===== src/hw/alu_pkg.sv =====
// shared definitions for the execute stage
// opcodes, condition codes, operation classes and flag layout

package alu_pkg;

    // default datapath width
    localparam int DATA_W = 16;

    typedef enum logic [7:0] {
        ADD  = 8'h00,
        SUB  = 8'h01,
        ADC  = 8'h02,
        SBB  = 8'h03,
        CMP  = 8'h04,
        AND  = 8'h05,
        OR   = 8'h06,
        XOR  = 8'h07,
        NOT  = 8'h08,
        NEG  = 8'h09,
        TEST = 8'h0a,
        MOV  = 8'h0b,
        SHL  = 8'h0c,
        SHR  = 8'h0d,
        SAR  = 8'h0e,
        ROL  = 8'h0f,
        JMP  = 8'h10,
        SET  = 8'h11
    } opcode_e;

    // arm style condition codes
    typedef enum logic [3:0] {
        ALWAYS = 4'h0,
        NEVER  = 4'h1,
        EQ     = 4'h2,
        NE     = 4'h3,
        CS     = 4'h4,
        CC     = 4'h5,
        OS     = 4'h6,
        OC     = 4'h7,
        P      = 4'h8,
        N      = 4'h9,
        HI     = 4'ha,
        LS     = 4'hb,
        GE     = 4'hc,
        L      = 4'hd,
        G      = 4'he,
        LE     = 4'hf
    } cond_e;

    // which datapath section produces the result
    typedef enum logic [2:0] {
        ARITH = 3'd0,
        LOGIC = 3'd1,
        SHIFT = 3'd2,
        PASS  = 3'd3,
        COND  = 3'd4,
        NONE  = 3'd7
    } alu_op_e;

    typedef struct packed {
        logic overflow;
        logic sign;
        logic carry;
        logic zero;
    } flags_t;

    // bit positions inside flags_t
    localparam int FLAG_BIT_ZERO     = 0;
    localparam int FLAG_BIT_CARRY    = 1;
    localparam int FLAG_BIT_SIGN     = 2;
    localparam int FLAG_BIT_OVERFLOW = 3;

endpackage


===== src/hw/alu_ctrl_if.sv =====
// decoded control bundle between decoder, datapath and flag unit

`timescale 1ns/10ps

interface alu_ctrl_if import alu_pkg::*; ();

    alu_op_e op_class;
    // second operand enters inverted for overflow
    logic    sub;
    logic    use_carry;
    logic    ov_op;
    logic    write;
    logic    flags_en;
    logic    is_jmp;
    logic    is_set;

    modport decoder (
        output op_class, sub, use_carry, ov_op, write, flags_en, is_jmp, is_set
    );

    modport datapath (
        input op_class, sub, use_carry, ov_op, write, is_jmp, is_set
    );

    modport flags (
        input flags_en
    );

endinterface


===== src/hw/op_decoder.sv =====
// opcode decoder
// combinational map from opcode to operation class and control bits

`timescale 1ns/10ps

module op_decoder import alu_pkg::*; (
    input  opcode_e             opcode,
    alu_ctrl_if.decoder         ctrl
);

    always_comb begin
        ctrl.op_class  = NONE;
        ctrl.sub       = 1'b0;
        ctrl.use_carry = 1'b0;
        ctrl.ov_op     = 1'b0;
        ctrl.write     = 1'b0;
        ctrl.flags_en  = 1'b0;
        ctrl.is_jmp    = 1'b0;
        ctrl.is_set    = 1'b0;

        case (opcode)
            ADD, SUB, ADC, SBB, CMP: begin
                ctrl.op_class = ARITH;
                ctrl.ov_op    = 1'b1;
                ctrl.flags_en = 1'b1;
                // compare only updates flags
                ctrl.write    = (opcode != CMP);
                ctrl.sub      = (opcode == SUB) || (opcode == SBB) || (opcode == CMP);
                ctrl.use_carry = (opcode == ADC) || (opcode == SBB);
            end
            AND, OR, XOR, NOT, NEG: begin
                ctrl.op_class = LOGIC;
                ctrl.write    = 1'b1;
                ctrl.flags_en = 1'b1;
            end
            TEST: begin
                ctrl.op_class = LOGIC;
                ctrl.flags_en = 1'b1;
            end
            MOV: begin
                ctrl.op_class = PASS;
                ctrl.write    = 1'b1;
                ctrl.flags_en = 1'b1;
            end
            SHL, SHR, SAR, ROL: begin
                ctrl.op_class = SHIFT;
                ctrl.write    = 1'b1;
                ctrl.flags_en = 1'b1;
            end
            JMP: begin
                // flags stay as they are across a jump
                ctrl.op_class = COND;
                ctrl.is_jmp   = 1'b1;
            end
            SET: begin
                ctrl.op_class = COND;
                ctrl.is_set   = 1'b1;
                ctrl.write    = 1'b1;
                ctrl.flags_en = 1'b1;
            end
            default: begin
                // unknown opcode, keep the defaults
                ctrl.op_class = NONE;
            end
        endcase
    end

endmodule


===== src/hw/shifter.sv =====
// shift and rotate unit with carry out

`timescale 1ns/10ps

module shifter import alu_pkg::*; #(
    parameter int DATA_W = alu_pkg::DATA_W
) (
    input  opcode_e             opcode,
    input  logic [DATA_W-1:0]   value,
    input  logic [DATA_W-1:0]   amount,
    output logic [DATA_W-1:0]   shifted,
    output logic                carry_out
);

    // low bits of amount used by sar and rol
    localparam int SH_W = $clog2(DATA_W);

    logic [DATA_W:0]     wide;
    logic [2*DATA_W-1:0] rot;

    always_comb begin
        wide      = '0;
        rot       = '0;
        shifted   = '0;
        carry_out = 1'b0;

        case (opcode)
            SHL: begin
                // bit shifted past the top lands in the extra bit
                wide      = {1'b0, value} << amount;
                shifted   = wide[DATA_W-1:0];
                carry_out = wide[DATA_W];
            end
            SHR: begin
                // extra bit below the lsb catches the last bit out
                wide      = {value, 1'b0} >> amount;
                shifted   = wide[DATA_W:1];
                carry_out = wide[0];
            end
            SAR: begin
                shifted = $signed(value) >>> amount[SH_W-1:0];
            end
            ROL: begin
                rot     = {value, value} << amount[SH_W-1:0];
                shifted = rot[2*DATA_W-1:DATA_W];
            end
            default: begin
                shifted = '0;
            end
        endcase
    end

endmodule


===== src/hw/arith_logic_unit.sv =====
// alu datapath
// operand select, arithmetic, logic, next flags and output registers

`timescale 1ns/10ps

module arith_logic_unit import alu_pkg::*; #(
    parameter int DATA_W = alu_pkg::DATA_W
) (
    input  logic                clk,
    input  logic                rst,
    input  logic                op_valid,
    input  opcode_e             opcode,
    input  logic                en_imm,
    input  logic [DATA_W-1:0]   rd_data,
    input  logic [DATA_W-1:0]   rs_data,
    input  logic [DATA_W-1:0]   immediate,
    alu_ctrl_if.datapath        ctrl,
    input  flags_t              flags,
    input  logic                cond_true,
    output logic                result_valid,
    output logic [DATA_W-1:0]   result,
    output logic                write,
    output logic                branch,
    output flags_t              next_flags,
    output logic                flags_load
);

    logic [DATA_W-1:0] op_a;
    logic [DATA_W-1:0] op_b;
    logic [DATA_W-1:0] target;
    logic [DATA_W-1:0] logic_val;
    logic [DATA_W-1:0] shifted;
    logic              shift_carry;
    logic              carry_in;
    logic              b_sign;
    // one extra bit on top for carry
    logic [DATA_W:0]   res;

    assign op_a     = rd_data;
    assign op_b     = en_imm ? immediate : rs_data;
    assign target   = en_imm ? immediate : rd_data;
    assign carry_in = ctrl.use_carry & flags.carry;

    shifter #(
        .DATA_W    (DATA_W)
    ) shifter_i (
        .opcode    (opcode),
        .value     (op_a),
        .amount    (op_b),
        .shifted   (shifted),
        .carry_out (shift_carry)
    );

    always_comb begin
        case (opcode)
            AND, TEST: logic_val = op_a & op_b;
            OR:        logic_val = op_a | op_b;
            XOR:       logic_val = op_a ^ op_b;
            NOT:       logic_val = ~op_a;
            NEG:       logic_val = -op_a;
            default:   logic_val = '0;
        endcase
    end

    always_comb begin
        case (ctrl.op_class)
            ARITH: begin
                if (ctrl.sub) begin
                    res = {1'b0, op_a} - {1'b0, op_b} - {{DATA_W{1'b0}}, carry_in};
                end else begin
                    res = {1'b0, op_a} + {1'b0, op_b} + {{DATA_W{1'b0}}, carry_in};
                end
            end
            LOGIC:   res = {1'b0, logic_val};
            SHIFT:   res = {shift_carry, shifted};
            PASS:    res = {1'b0, op_b};
            COND: begin
                // set returns 0 or 1, jmp passes its target
                if (ctrl.is_set) begin
                    res = {{DATA_W{1'b0}}, cond_true};
                end else begin
                    res = {1'b0, target};
                end
            end
            default: res = '0;
        endcase
    end

    // subtraction counts with the second operand sign flipped
    assign b_sign = op_b[DATA_W-1] ^ ctrl.sub;

    always_comb begin
        next_flags.zero     = (res[DATA_W-1:0] == '0);
        next_flags.carry    = res[DATA_W];
        next_flags.sign     = res[DATA_W-1];
        next_flags.overflow = ctrl.ov_op && (op_a[DATA_W-1] == b_sign) &&
                              (op_a[DATA_W-1] != res[DATA_W-1]);
    end

    // flag unit qualifies this with flags_en
    assign flags_load = op_valid;

    always_ff @(posedge clk) begin
        if (rst) begin
            result_valid <= 1'b0;
            result       <= '0;
            write        <= 1'b0;
            branch       <= 1'b0;
        end else begin
            result_valid <= op_valid;
            write        <= op_valid & ctrl.write;
            branch       <= op_valid & ctrl.is_jmp & cond_true;
            if (op_valid) begin
                result <= res[DATA_W-1:0];
            end
        end
    end

endmodule


===== src/hw/flag_unit.sv =====
// flag register and condition code evaluation

`timescale 1ns/10ps

module flag_unit import alu_pkg::*; (
    input  logic                clk,
    input  logic                rst,
    input  logic                flags_load,
    input  flags_t              next_flags,
    alu_ctrl_if.flags           flags_en,
    input  cond_e               cond,
    output flags_t              flags,
    output logic                cond_true
);

    logic [3:0] f;

    // loads at the same edge the result is registered
    always_ff @(posedge clk) begin
        if (rst) begin
            flags <= '0;
        end else if (flags_load && flags_en.flags_en) begin
            flags <= next_flags;
        end
    end

    assign f = flags;

    always_comb begin
        case (cond)
            ALWAYS: cond_true = 1'b1;
            NEVER:  cond_true = 1'b0;
            EQ:     cond_true = f[FLAG_BIT_ZERO];
            NE:     cond_true = ~f[FLAG_BIT_ZERO];
            CS:     cond_true = f[FLAG_BIT_CARRY];
            CC:     cond_true = ~f[FLAG_BIT_CARRY];
            OS:     cond_true = f[FLAG_BIT_OVERFLOW];
            OC:     cond_true = ~f[FLAG_BIT_OVERFLOW];
            P:      cond_true = ~f[FLAG_BIT_SIGN];
            N:      cond_true = f[FLAG_BIT_SIGN];
            // carry here means borrow, so higher is carry clear
            HI:     cond_true = ~f[FLAG_BIT_CARRY] & ~f[FLAG_BIT_ZERO];
            LS:     cond_true = f[FLAG_BIT_CARRY] | f[FLAG_BIT_ZERO];
            GE: begin
                cond_true = (f[FLAG_BIT_SIGN] == f[FLAG_BIT_OVERFLOW]);
            end
            L: begin
                cond_true = (f[FLAG_BIT_SIGN] != f[FLAG_BIT_OVERFLOW]);
            end
            G: begin
                cond_true = ~f[FLAG_BIT_ZERO] &
                            (f[FLAG_BIT_SIGN] == f[FLAG_BIT_OVERFLOW]);
            end
            LE: begin
                cond_true = f[FLAG_BIT_ZERO] |
                            (f[FLAG_BIT_SIGN] != f[FLAG_BIT_OVERFLOW]);
            end
            default: cond_true = 1'b0;
        endcase
    end

endmodule


===== src/hw/alu_top.sv =====
// execute stage top level
// decoder, datapath and flag unit joined by the control interface

`timescale 1ns/10ps

module alu_top import alu_pkg::*; #(
    parameter int DATA_W = alu_pkg::DATA_W
) (
    input  logic                clk,
    input  logic                rst,
    input  logic                op_valid,
    input  logic [7:0]          opcode,
    input  logic [3:0]          cond,
    input  logic                en_imm,
    input  logic [DATA_W-1:0]   rd_data,
    input  logic [DATA_W-1:0]   rs_data,
    input  logic [DATA_W-1:0]   immediate,
    output logic                result_valid,
    output logic [DATA_W-1:0]   result,
    output logic                write,
    output logic                branch,
    output logic [3:0]          flags
);

    opcode_e opcode_w;
    cond_e   cond_w;
    flags_t  flags_q;
    flags_t  next_flags;
    logic    flags_load;
    logic    cond_true;

    alu_ctrl_if ctrl_if ();

    assign opcode_w = opcode_e'(opcode);
    assign cond_w   = cond_e'(cond);
    assign flags    = flags_q;

    op_decoder op_decoder_i (
        .opcode       (opcode_w),
        .ctrl         (ctrl_if.decoder)
    );

    arith_logic_unit #(
        .DATA_W       (DATA_W)
    ) arith_logic_unit_i (
        .clk          (clk),
        .rst          (rst),
        .op_valid     (op_valid),
        .opcode       (opcode_w),
        .en_imm       (en_imm),
        .rd_data      (rd_data),
        .rs_data      (rs_data),
        .immediate    (immediate),
        .ctrl         (ctrl_if.datapath),
        .flags        (flags_q),
        .cond_true    (cond_true),
        .result_valid (result_valid),
        .result       (result),
        .write        (write),
        .branch       (branch),
        .next_flags   (next_flags),
        .flags_load   (flags_load)
    );

    flag_unit flag_unit_i (
        .clk          (clk),
        .rst          (rst),
        .flags_load   (flags_load),
        .next_flags   (next_flags),
        .flags_en     (ctrl_if.flags),
        .cond         (cond_w),
        .flags        (flags_q),
        .cond_true    (cond_true)
    );

endmodule


===== config.mk =====
export PLATFORM = sky130hd
export DESIGN_NAME = alu_top
export DESIGN_NICKNAME = d
export VERILOG_FILES = /design/src/hw/alu_pkg.sv /design/src/hw/alu_ctrl_if.sv /design/src/hw/op_decoder.sv /design/src/hw/shifter.sv /design/src/hw/arith_logic_unit.sv /design/src/hw/flag_unit.sv /design/src/hw/alu_top.sv
export SDC_FILE = /design/constraint.sdc
export NUM_CORES = 1
export LEC_CHECK = 0
export ABC_CLOCK_PERIOD_IN_PS = 5700
export BUFFER_PORTS_ARGS = -buffer_cell sky130_fd_sc_hd__buf_2
export CORE_ASPECT_RATIO = 1.5
export CORE_MARGIN = 2
export CORE_UTILIZATION = 45
export CTS_BUF_LIST = sky130_fd_sc_hd__clkbuf_2
export DETAILED_ROUTE_END_ITERATION = 10
export PLACE_DENSITY_LB_ADDON = 0.12
export REMOVE_ABC_BUFFERS = 1
export SKIP_LAST_GASP = 1
export SLEW_MARGIN = 5
export SYNTH_ARGS = -nofsm -noshare
export SYNTH_HDL_FRONTEND = slang
export SYNTH_SLANG_ARGS = --single-unit

===== constraint.sdc =====
create_clock -name clk -period 5.7 [get_ports clk]
set_input_delay 0.57 -clock clk [delete_from_list [all_inputs] [get_ports clk]]
set_output_delay 0.57 -clock clk [all_outputs]
set_load 0.01 [all_outputs]

# After elaboration in Yosys (flattened, before gate mapping)
# Cells that the tools add are included.
# totals
input_bits	64
elab_cells	109
output_inout_bits	23
reg_bits	23
# classes
n_addsub	5
n_reduce_logical	17
n_eq_ne	41
shifts	4
n_mux	17
bitwise	17
# op_table
op	count
17-bit one-hot mux with 5 select lines	1
16-bit one-hot mux with 5 select lines	1
8-bit by 4-bit == test with 1-bit output (second input constant)	8
16-bit one-hot mux with 4 select lines	1
16-bit two-way mux	3
4-bit == test (second input constant)	8
8-bit by 3-bit == test with 1-bit output (second input constant)	4
32-bit by 4-bit << shifter with 32-bit output	1
16-bit by 16-bit adder with 17-bit output	1
17-bit by 1-bit adder with 17-bit output	1
17-bit two-way mux	1
17-bit OR reduction	1
16-bit by 16-bit << shifter with 17-bit output	1
17-bit by 16-bit right shift with 17-bit output	1
16-bit by 16-bit subtractor with 17-bit output	1
17-bit by 1-bit subtractor with 17-bit output	1
16-bit bitwise AND	1
4-bit by 3-bit == test with 1-bit output (second input constant)	4
8-bit by 2-bit == test with 1-bit output (second input constant)	2
8-bit by 5-bit == test with 1-bit output (second input constant)	2
16-bit logical NOT	1
16-bit negator	1
16-bit NOT	1
16-bit OR	1
29 further kinds	53

# Longest topological paths before layout
# depth
word_depth	9
depth_mapped	19
mapped_depth_nobuf	16

# By module
# From an unflattened synthesis, not the netlist that was laid out.
# hier_totals
hier_cells	1048
hier_area_um2	7863.8
# by_module_without_submodules
mod	instances	seq_area_each_um2	cells_per_inst	area_per_inst_um2
arith_logic_unit	1	380.4	604	4556.9
shifter	1	0.0	372	2834.0
flag_unit	1	80.1	38	282.8
op_decoder	1	0.0	34	190.2

# Least setup slack after synthesis
# OpenSTA, ideal clock, no wires.
# synth_timing
kind	input -> register
start	input opcode[5]
end	register flag_unit_i.flags[1] (netlist name)
n_path_buf	3
cell_stages	17
slack_ns	1.176
arrival_time_ns	4.410
setup_time_ns	0.114
path_cell_list	or4_1 buf_2 buf_2 buf_1 nor2_1 nand3_1 fa_1 fa_1 o211ai_1 a211oi_1 o41ai_1 o21ai_0 a21o_1 a21oi_1 xnor2_1 a22oi_1 a21o_1
# synth_between
elab_chain_cells	7
# synth_rtl
item	line_no	source
start, declared	alu_top.sv:12	input logic [7:0] opcode,
8-bit by 2-bit == test with 1-bit output (tied with other cells)	op_decoder.sv:21, op_decoder.sv:29	
5-bit OR reduction / 1-bit logical OR (equally long branches)	op_decoder.sv:21, op_decoder.sv:29	
1-bit two-way mux	op_decoder.sv:21	case (opcode)
1-bit bitwise AND	arith_logic_unit.sv:42	assign carry_in = ctrl.use_carry & flags.carry;
17-bit by 1-bit adder with 17-bit output / 17-bit by 1-bit subtractor with 17-bit output (equally long branches)	arith_logic_unit.sv:71, arith_logic_unit.sv:69	
17-bit two-way mux	arith_logic_unit.sv:68	if (ctrl.sub) begin
17-bit one-hot mux with 5 select lines	arith_logic_unit.sv:66	case (ctrl.op_class)
# Several ways; a longest one is shown, not always the timed one.
# A chain may end at the register's enable or synchronous reset.

# Worst setup path in the final report
# layout_timing
start	input en_imm
end	register flag_unit_i.flags[0] (netlist name)
# layout_between
elab_chain_cells	6
# layout_rtl
item	line_no	source
start, declared	alu_top.sv:14	input logic en_imm,
16-bit two-way mux	arith_logic_unit.sv:40	assign op_b = en_imm ? immediate : rs_data;
16-bit by 16-bit adder with 17-bit output / 16-bit by 16-bit subtractor with 17-bit output (equally long branches)	arith_logic_unit.sv:71, arith_logic_unit.sv:69	
17-bit by 1-bit adder with 17-bit output / 17-bit by 1-bit subtractor with 17-bit output (equally long branches)	arith_logic_unit.sv:71, arith_logic_unit.sv:69	
17-bit two-way mux	arith_logic_unit.sv:68	
17-bit one-hot mux with 5 select lines (*)	arith_logic_unit.sv:66	
16-bit logical NOT (*)	arith_logic_unit.sv:93	next_flags.zero = (res[DATA_W-1:0] == '0);
# Every way passes the cells marked *; elsewhere a longest branch is shown, timed or not.

==> flow_summary.json <==
{
  "pin_count": 87,
  "start_util": 0.463,
  "cts_tree": "done",
  "nets": 1223,
  "cap_viol_max_count": 0,
  "startpoint": "en_imm",
  "holdPathEnd": "arith_logic_unit_i.result[12]$_SDFFE_PP0P_",
  "power_density_nw_per_um2": 126,
  "ys_seq_area_frac": 0.0591,
  "insertion_delay_ns": 0.37,
  "reg2reg_slack_ns": 1.54,
  "cts_resized": 0,
  "dp_hpwl_um": 28300,
  "htreeDepth": 1,
  "p_leak_nw": 3.30,
  "fin_crit_ns": 4.72,
  "timing.rr.end": "flag_unit_i.flags[0]$_SDFFE_PP0P_",
  "crit_required_ns": 6.03,
  "hold_class": "flop to flop",
  "chipHeight_um": 165,
  "postCtsSetupBuffers": 0,
  "finalCritPeriodShare": 0.829,
  "syn-cell-area_sq_um": 7790,
  "cp_data_arrival_time_ns": 5.05,
  "wl_um": 36400,
  "placeableCoreArea_sq_um": 16800,
  "fin_skew_ns": 0.0140,
  "cts_root_buf": "clkbuf_2",
  "numPortBuffers": 86,
  "synth_warnings": 0,
  "criticalPathCategory": "primary input to flop",
  "total_power_w": 0.00105,
  "clkTransAtPathRegs_ns": 0.22,
  "ys_ff_latch": 23,
  "drt_iter0_markers": 965,
  "grt_pass1_wl_um": 55000,
  "cts_buffers": 3,
  "grt_antenna_before_repair": 1,
  "dpl_worst_slack_ns": 0.761,
  "grt_pass1_vias": 9133,
  "first_pass_iters": 5,
  "syn_avg_cell_area_sq_um": 7.34,
  "setup_violations": 0,
  "ff2ff_path_depth": 13,
  "hold_start": "arith_logic_unit_i.result[12]$_SDFFE_PP0P_",
  "grt_max_degree": 45,
  "async_flop_share": 0,
  "relSlewSlack": 0.256,
  "routabilityCongestion": 1.16,
  "max_freq_mhz": 212,
  "critPathLaunchType": "primary input",
  "ctsHoldBuffers": 0,
  "synth_flop_cell": "dfxtp_1",
  "route.antenna.remaining_nets": 0,
  "setup_tns_ns": 0,
  "drive_gt1_frac": 0.168,
  "tightest_slew_ns": 1.10,
  "worst_hold_slack_ns": 0.496,
  "die-width_um": 111,
  "area_growth_pct": 7.06,
  "track_usage": 0.388,
  "hold_viol": 0,
  "synthCells": 1062,
  "numClockSinks": 23,
  "clockBufferDepth": 2,
  "design.die.area_sq_um": 18400,
  "finalMaxSlewViolations": 0,
  "hold_depth": 2,
  "wl_per_cell_um": 28.0,
  "rows": 58,
  "crit_fanout": 31,
  "setup_ws_ns": 0.977,
  "synth_cell_types": 83,
  "synth_edf_count": 0,
  "endpoint_kind": "flop",
  "viasPerCell": 7.22,
  "drc_errors": 0,
  "regToRegStartpoint": "flag_unit_i.flags[1]$_SDFFE_PP0P_",
  "rsz0062_at_grt": "false",
  "vias": 9396,
  "outcome": "finished, final reports clean",
  "grt_overflow": 0,
  "ir_worst_vdd_v": 0.000124
}
==> state kept, by name (all words and copies together), names as in the netlist <==
register	flops
arith_logic_unit_i.result	16
flag_unit_i.flags	4
arith_logic_unit_i.branch	1
arith_logic_unit_i.result_valid	1
arith_logic_unit_i.write	1
==> power breakdown <==
part / total [W] / internal (W) / switching (W)
Combinational: 0.000812 / 0.000300 / 0.000512
Clock: 0.0000684 / 0.0000159 / 0.0000526
Sequential: 0.000171 / 0.000168 / 0.00000310
Total: 0.00105 / 0.000483 / 0.000568
==> cell type report <==
type | count | area [sq um]
Clock buffer | 3 | 15.0
Clock inverter | 1 | 5.00
Fill cell | 1785 | 8490
Inverter | 59 | 224
Multi-Input combinational cell | 895 | 6750
Antenna cell | 1 | 2.50
Timing Repair Buffer | 110 | 623
Sequential cell | 23 | 460
Tap cell | 210 | 263
==> per-layer routing <==
layer	wire, um	global-route usage	up-vias
met2	16800	0.653	638
met5	0	0	-
li1	-	-	4135
met3	3260	0.0536	196
met4	3430	0.298	0
met1	13000	0.447	4427
==> worst max-delay path, cell delays in order <==
cell and delay, ns:
buf_2 0.65, mux2i_4 0.42, inv_4 0.06, fa_1 0.51
inv_1 0.06, ha_1 0.18, o21ai_0 0.25, a211oi_1 0.19
a22o_1 0.26, a221oi_1 0.26, nor4b_1 0.40, o311ai_0 0.47
nor4_1 0.38, nand4_1 0.18, o21ai_1 0.15
==> synthesized netlist by cell type (11+ instances only) <==
cell type | instances | area share
nor4_1 | 22 | 0.018
nand4_1 | 20 | 0.016
inv_1 | 53 | 0.026
a221oi_1 | 11 | 0.012
o211ai_1 | 19 | 0.018
a31oi_1 | 14 | 0.011
dfxtp_1 | 23 | 0.059
mux2i_1 | 56 | 0.072
a22oi_1 | 13 | 0.013
ha_1 | 63 | 0.10
o22ai_1 | 14 | 0.011
buf_2 | 18 | 0.012
o21ai_0 | 55 | 0.035
o221ai_1 | 11 | 0.012
a211oi_1 | 23 | 0.022
clkbuf_1 | 51 | 0.025
a21oi_1 | 49 | 0.031
nand2_1 | 100 | 0.048
mux4_2 | 35 | 0.10
xnor2_1 | 26 | 0.029
nor2_1 | 100 | 0.048
nor3_1 | 45 | 0.029
nand3_1 | 25 | 0.016
==> per-stage QoR <==
| stage | cells | utilization | instance area (sq um) |
|---|---|---|---|
| detailed placement | 1297 | 0.494 | 8320 |
| finish | 1302 | 0.496 | 8340 |
| global placement | 1297 | 0.494 | 8320 |
| CTS | 1301 | 0.495 | 8340 |
| floorplan | 977 | - | 7420 |
| global route | 1302 | 0.496 | 8340 |
==> worst max path at each step <==
stage	endpoint	slack, ns	depth (start not counted)
after floorplan	flag_unit_i.flags[0]$_SDFFE_PP0P_	0.31	12
after global placement	flag_unit_i.flags[0]$_SDFFE_PP0P_	0.85	13
after detailed placement	flag_unit_i.flags[0]$_SDFFE_PP0P_	0.76	15
after CTS	flag_unit_i.flags[0]$_SDFFE_PP0P_	1.16	15
after global routing	flag_unit_i.flags[0]$_SDFFE_PP0P_	0.74	15
final	flag_unit_i.flags[0]$_SDFFE_PP0P_	0.98	15
==> kinds of logic after synthesis <==
kind of cell,Yosys count,share of synthesized area
buffers and inverters,144,0.0769
adders and majority gates,67,0.111
and+or+nand+nor,381,0.240
AOI/OAI and AO/OA,310,0.279
DFF,23,0.0591
xor gates and xnor gates,36,0.0405
muxes,101,0.193
==> cells in the final DEF, fill, tap and decap left out, types with 9 or more instances in the layout <==
cell type and n:
a32oi_1 10, a211oi_1 23, a221oi_1 11, buf_4 23, or2_2 10, xor2_1 10
mux2i_1 56, nor3_1 45, o22ai_1 14, nor4_1 22, nand2b_1 10, a31oi_1 14
mux4_2 35, o211ai_1 19, ha_1 63, xnor2_1 26, a21oi_1 49, o221ai_1 11
inv_1 53, o21a_1 9, nor2_1 100, a22oi_1 13, o21ai_0 55, nand3_1 25
dfxtp_1 23, nand2_1 100, nand4_1 20, buf_2 86
Note: power is estimated with default switching activity, not from simulation.
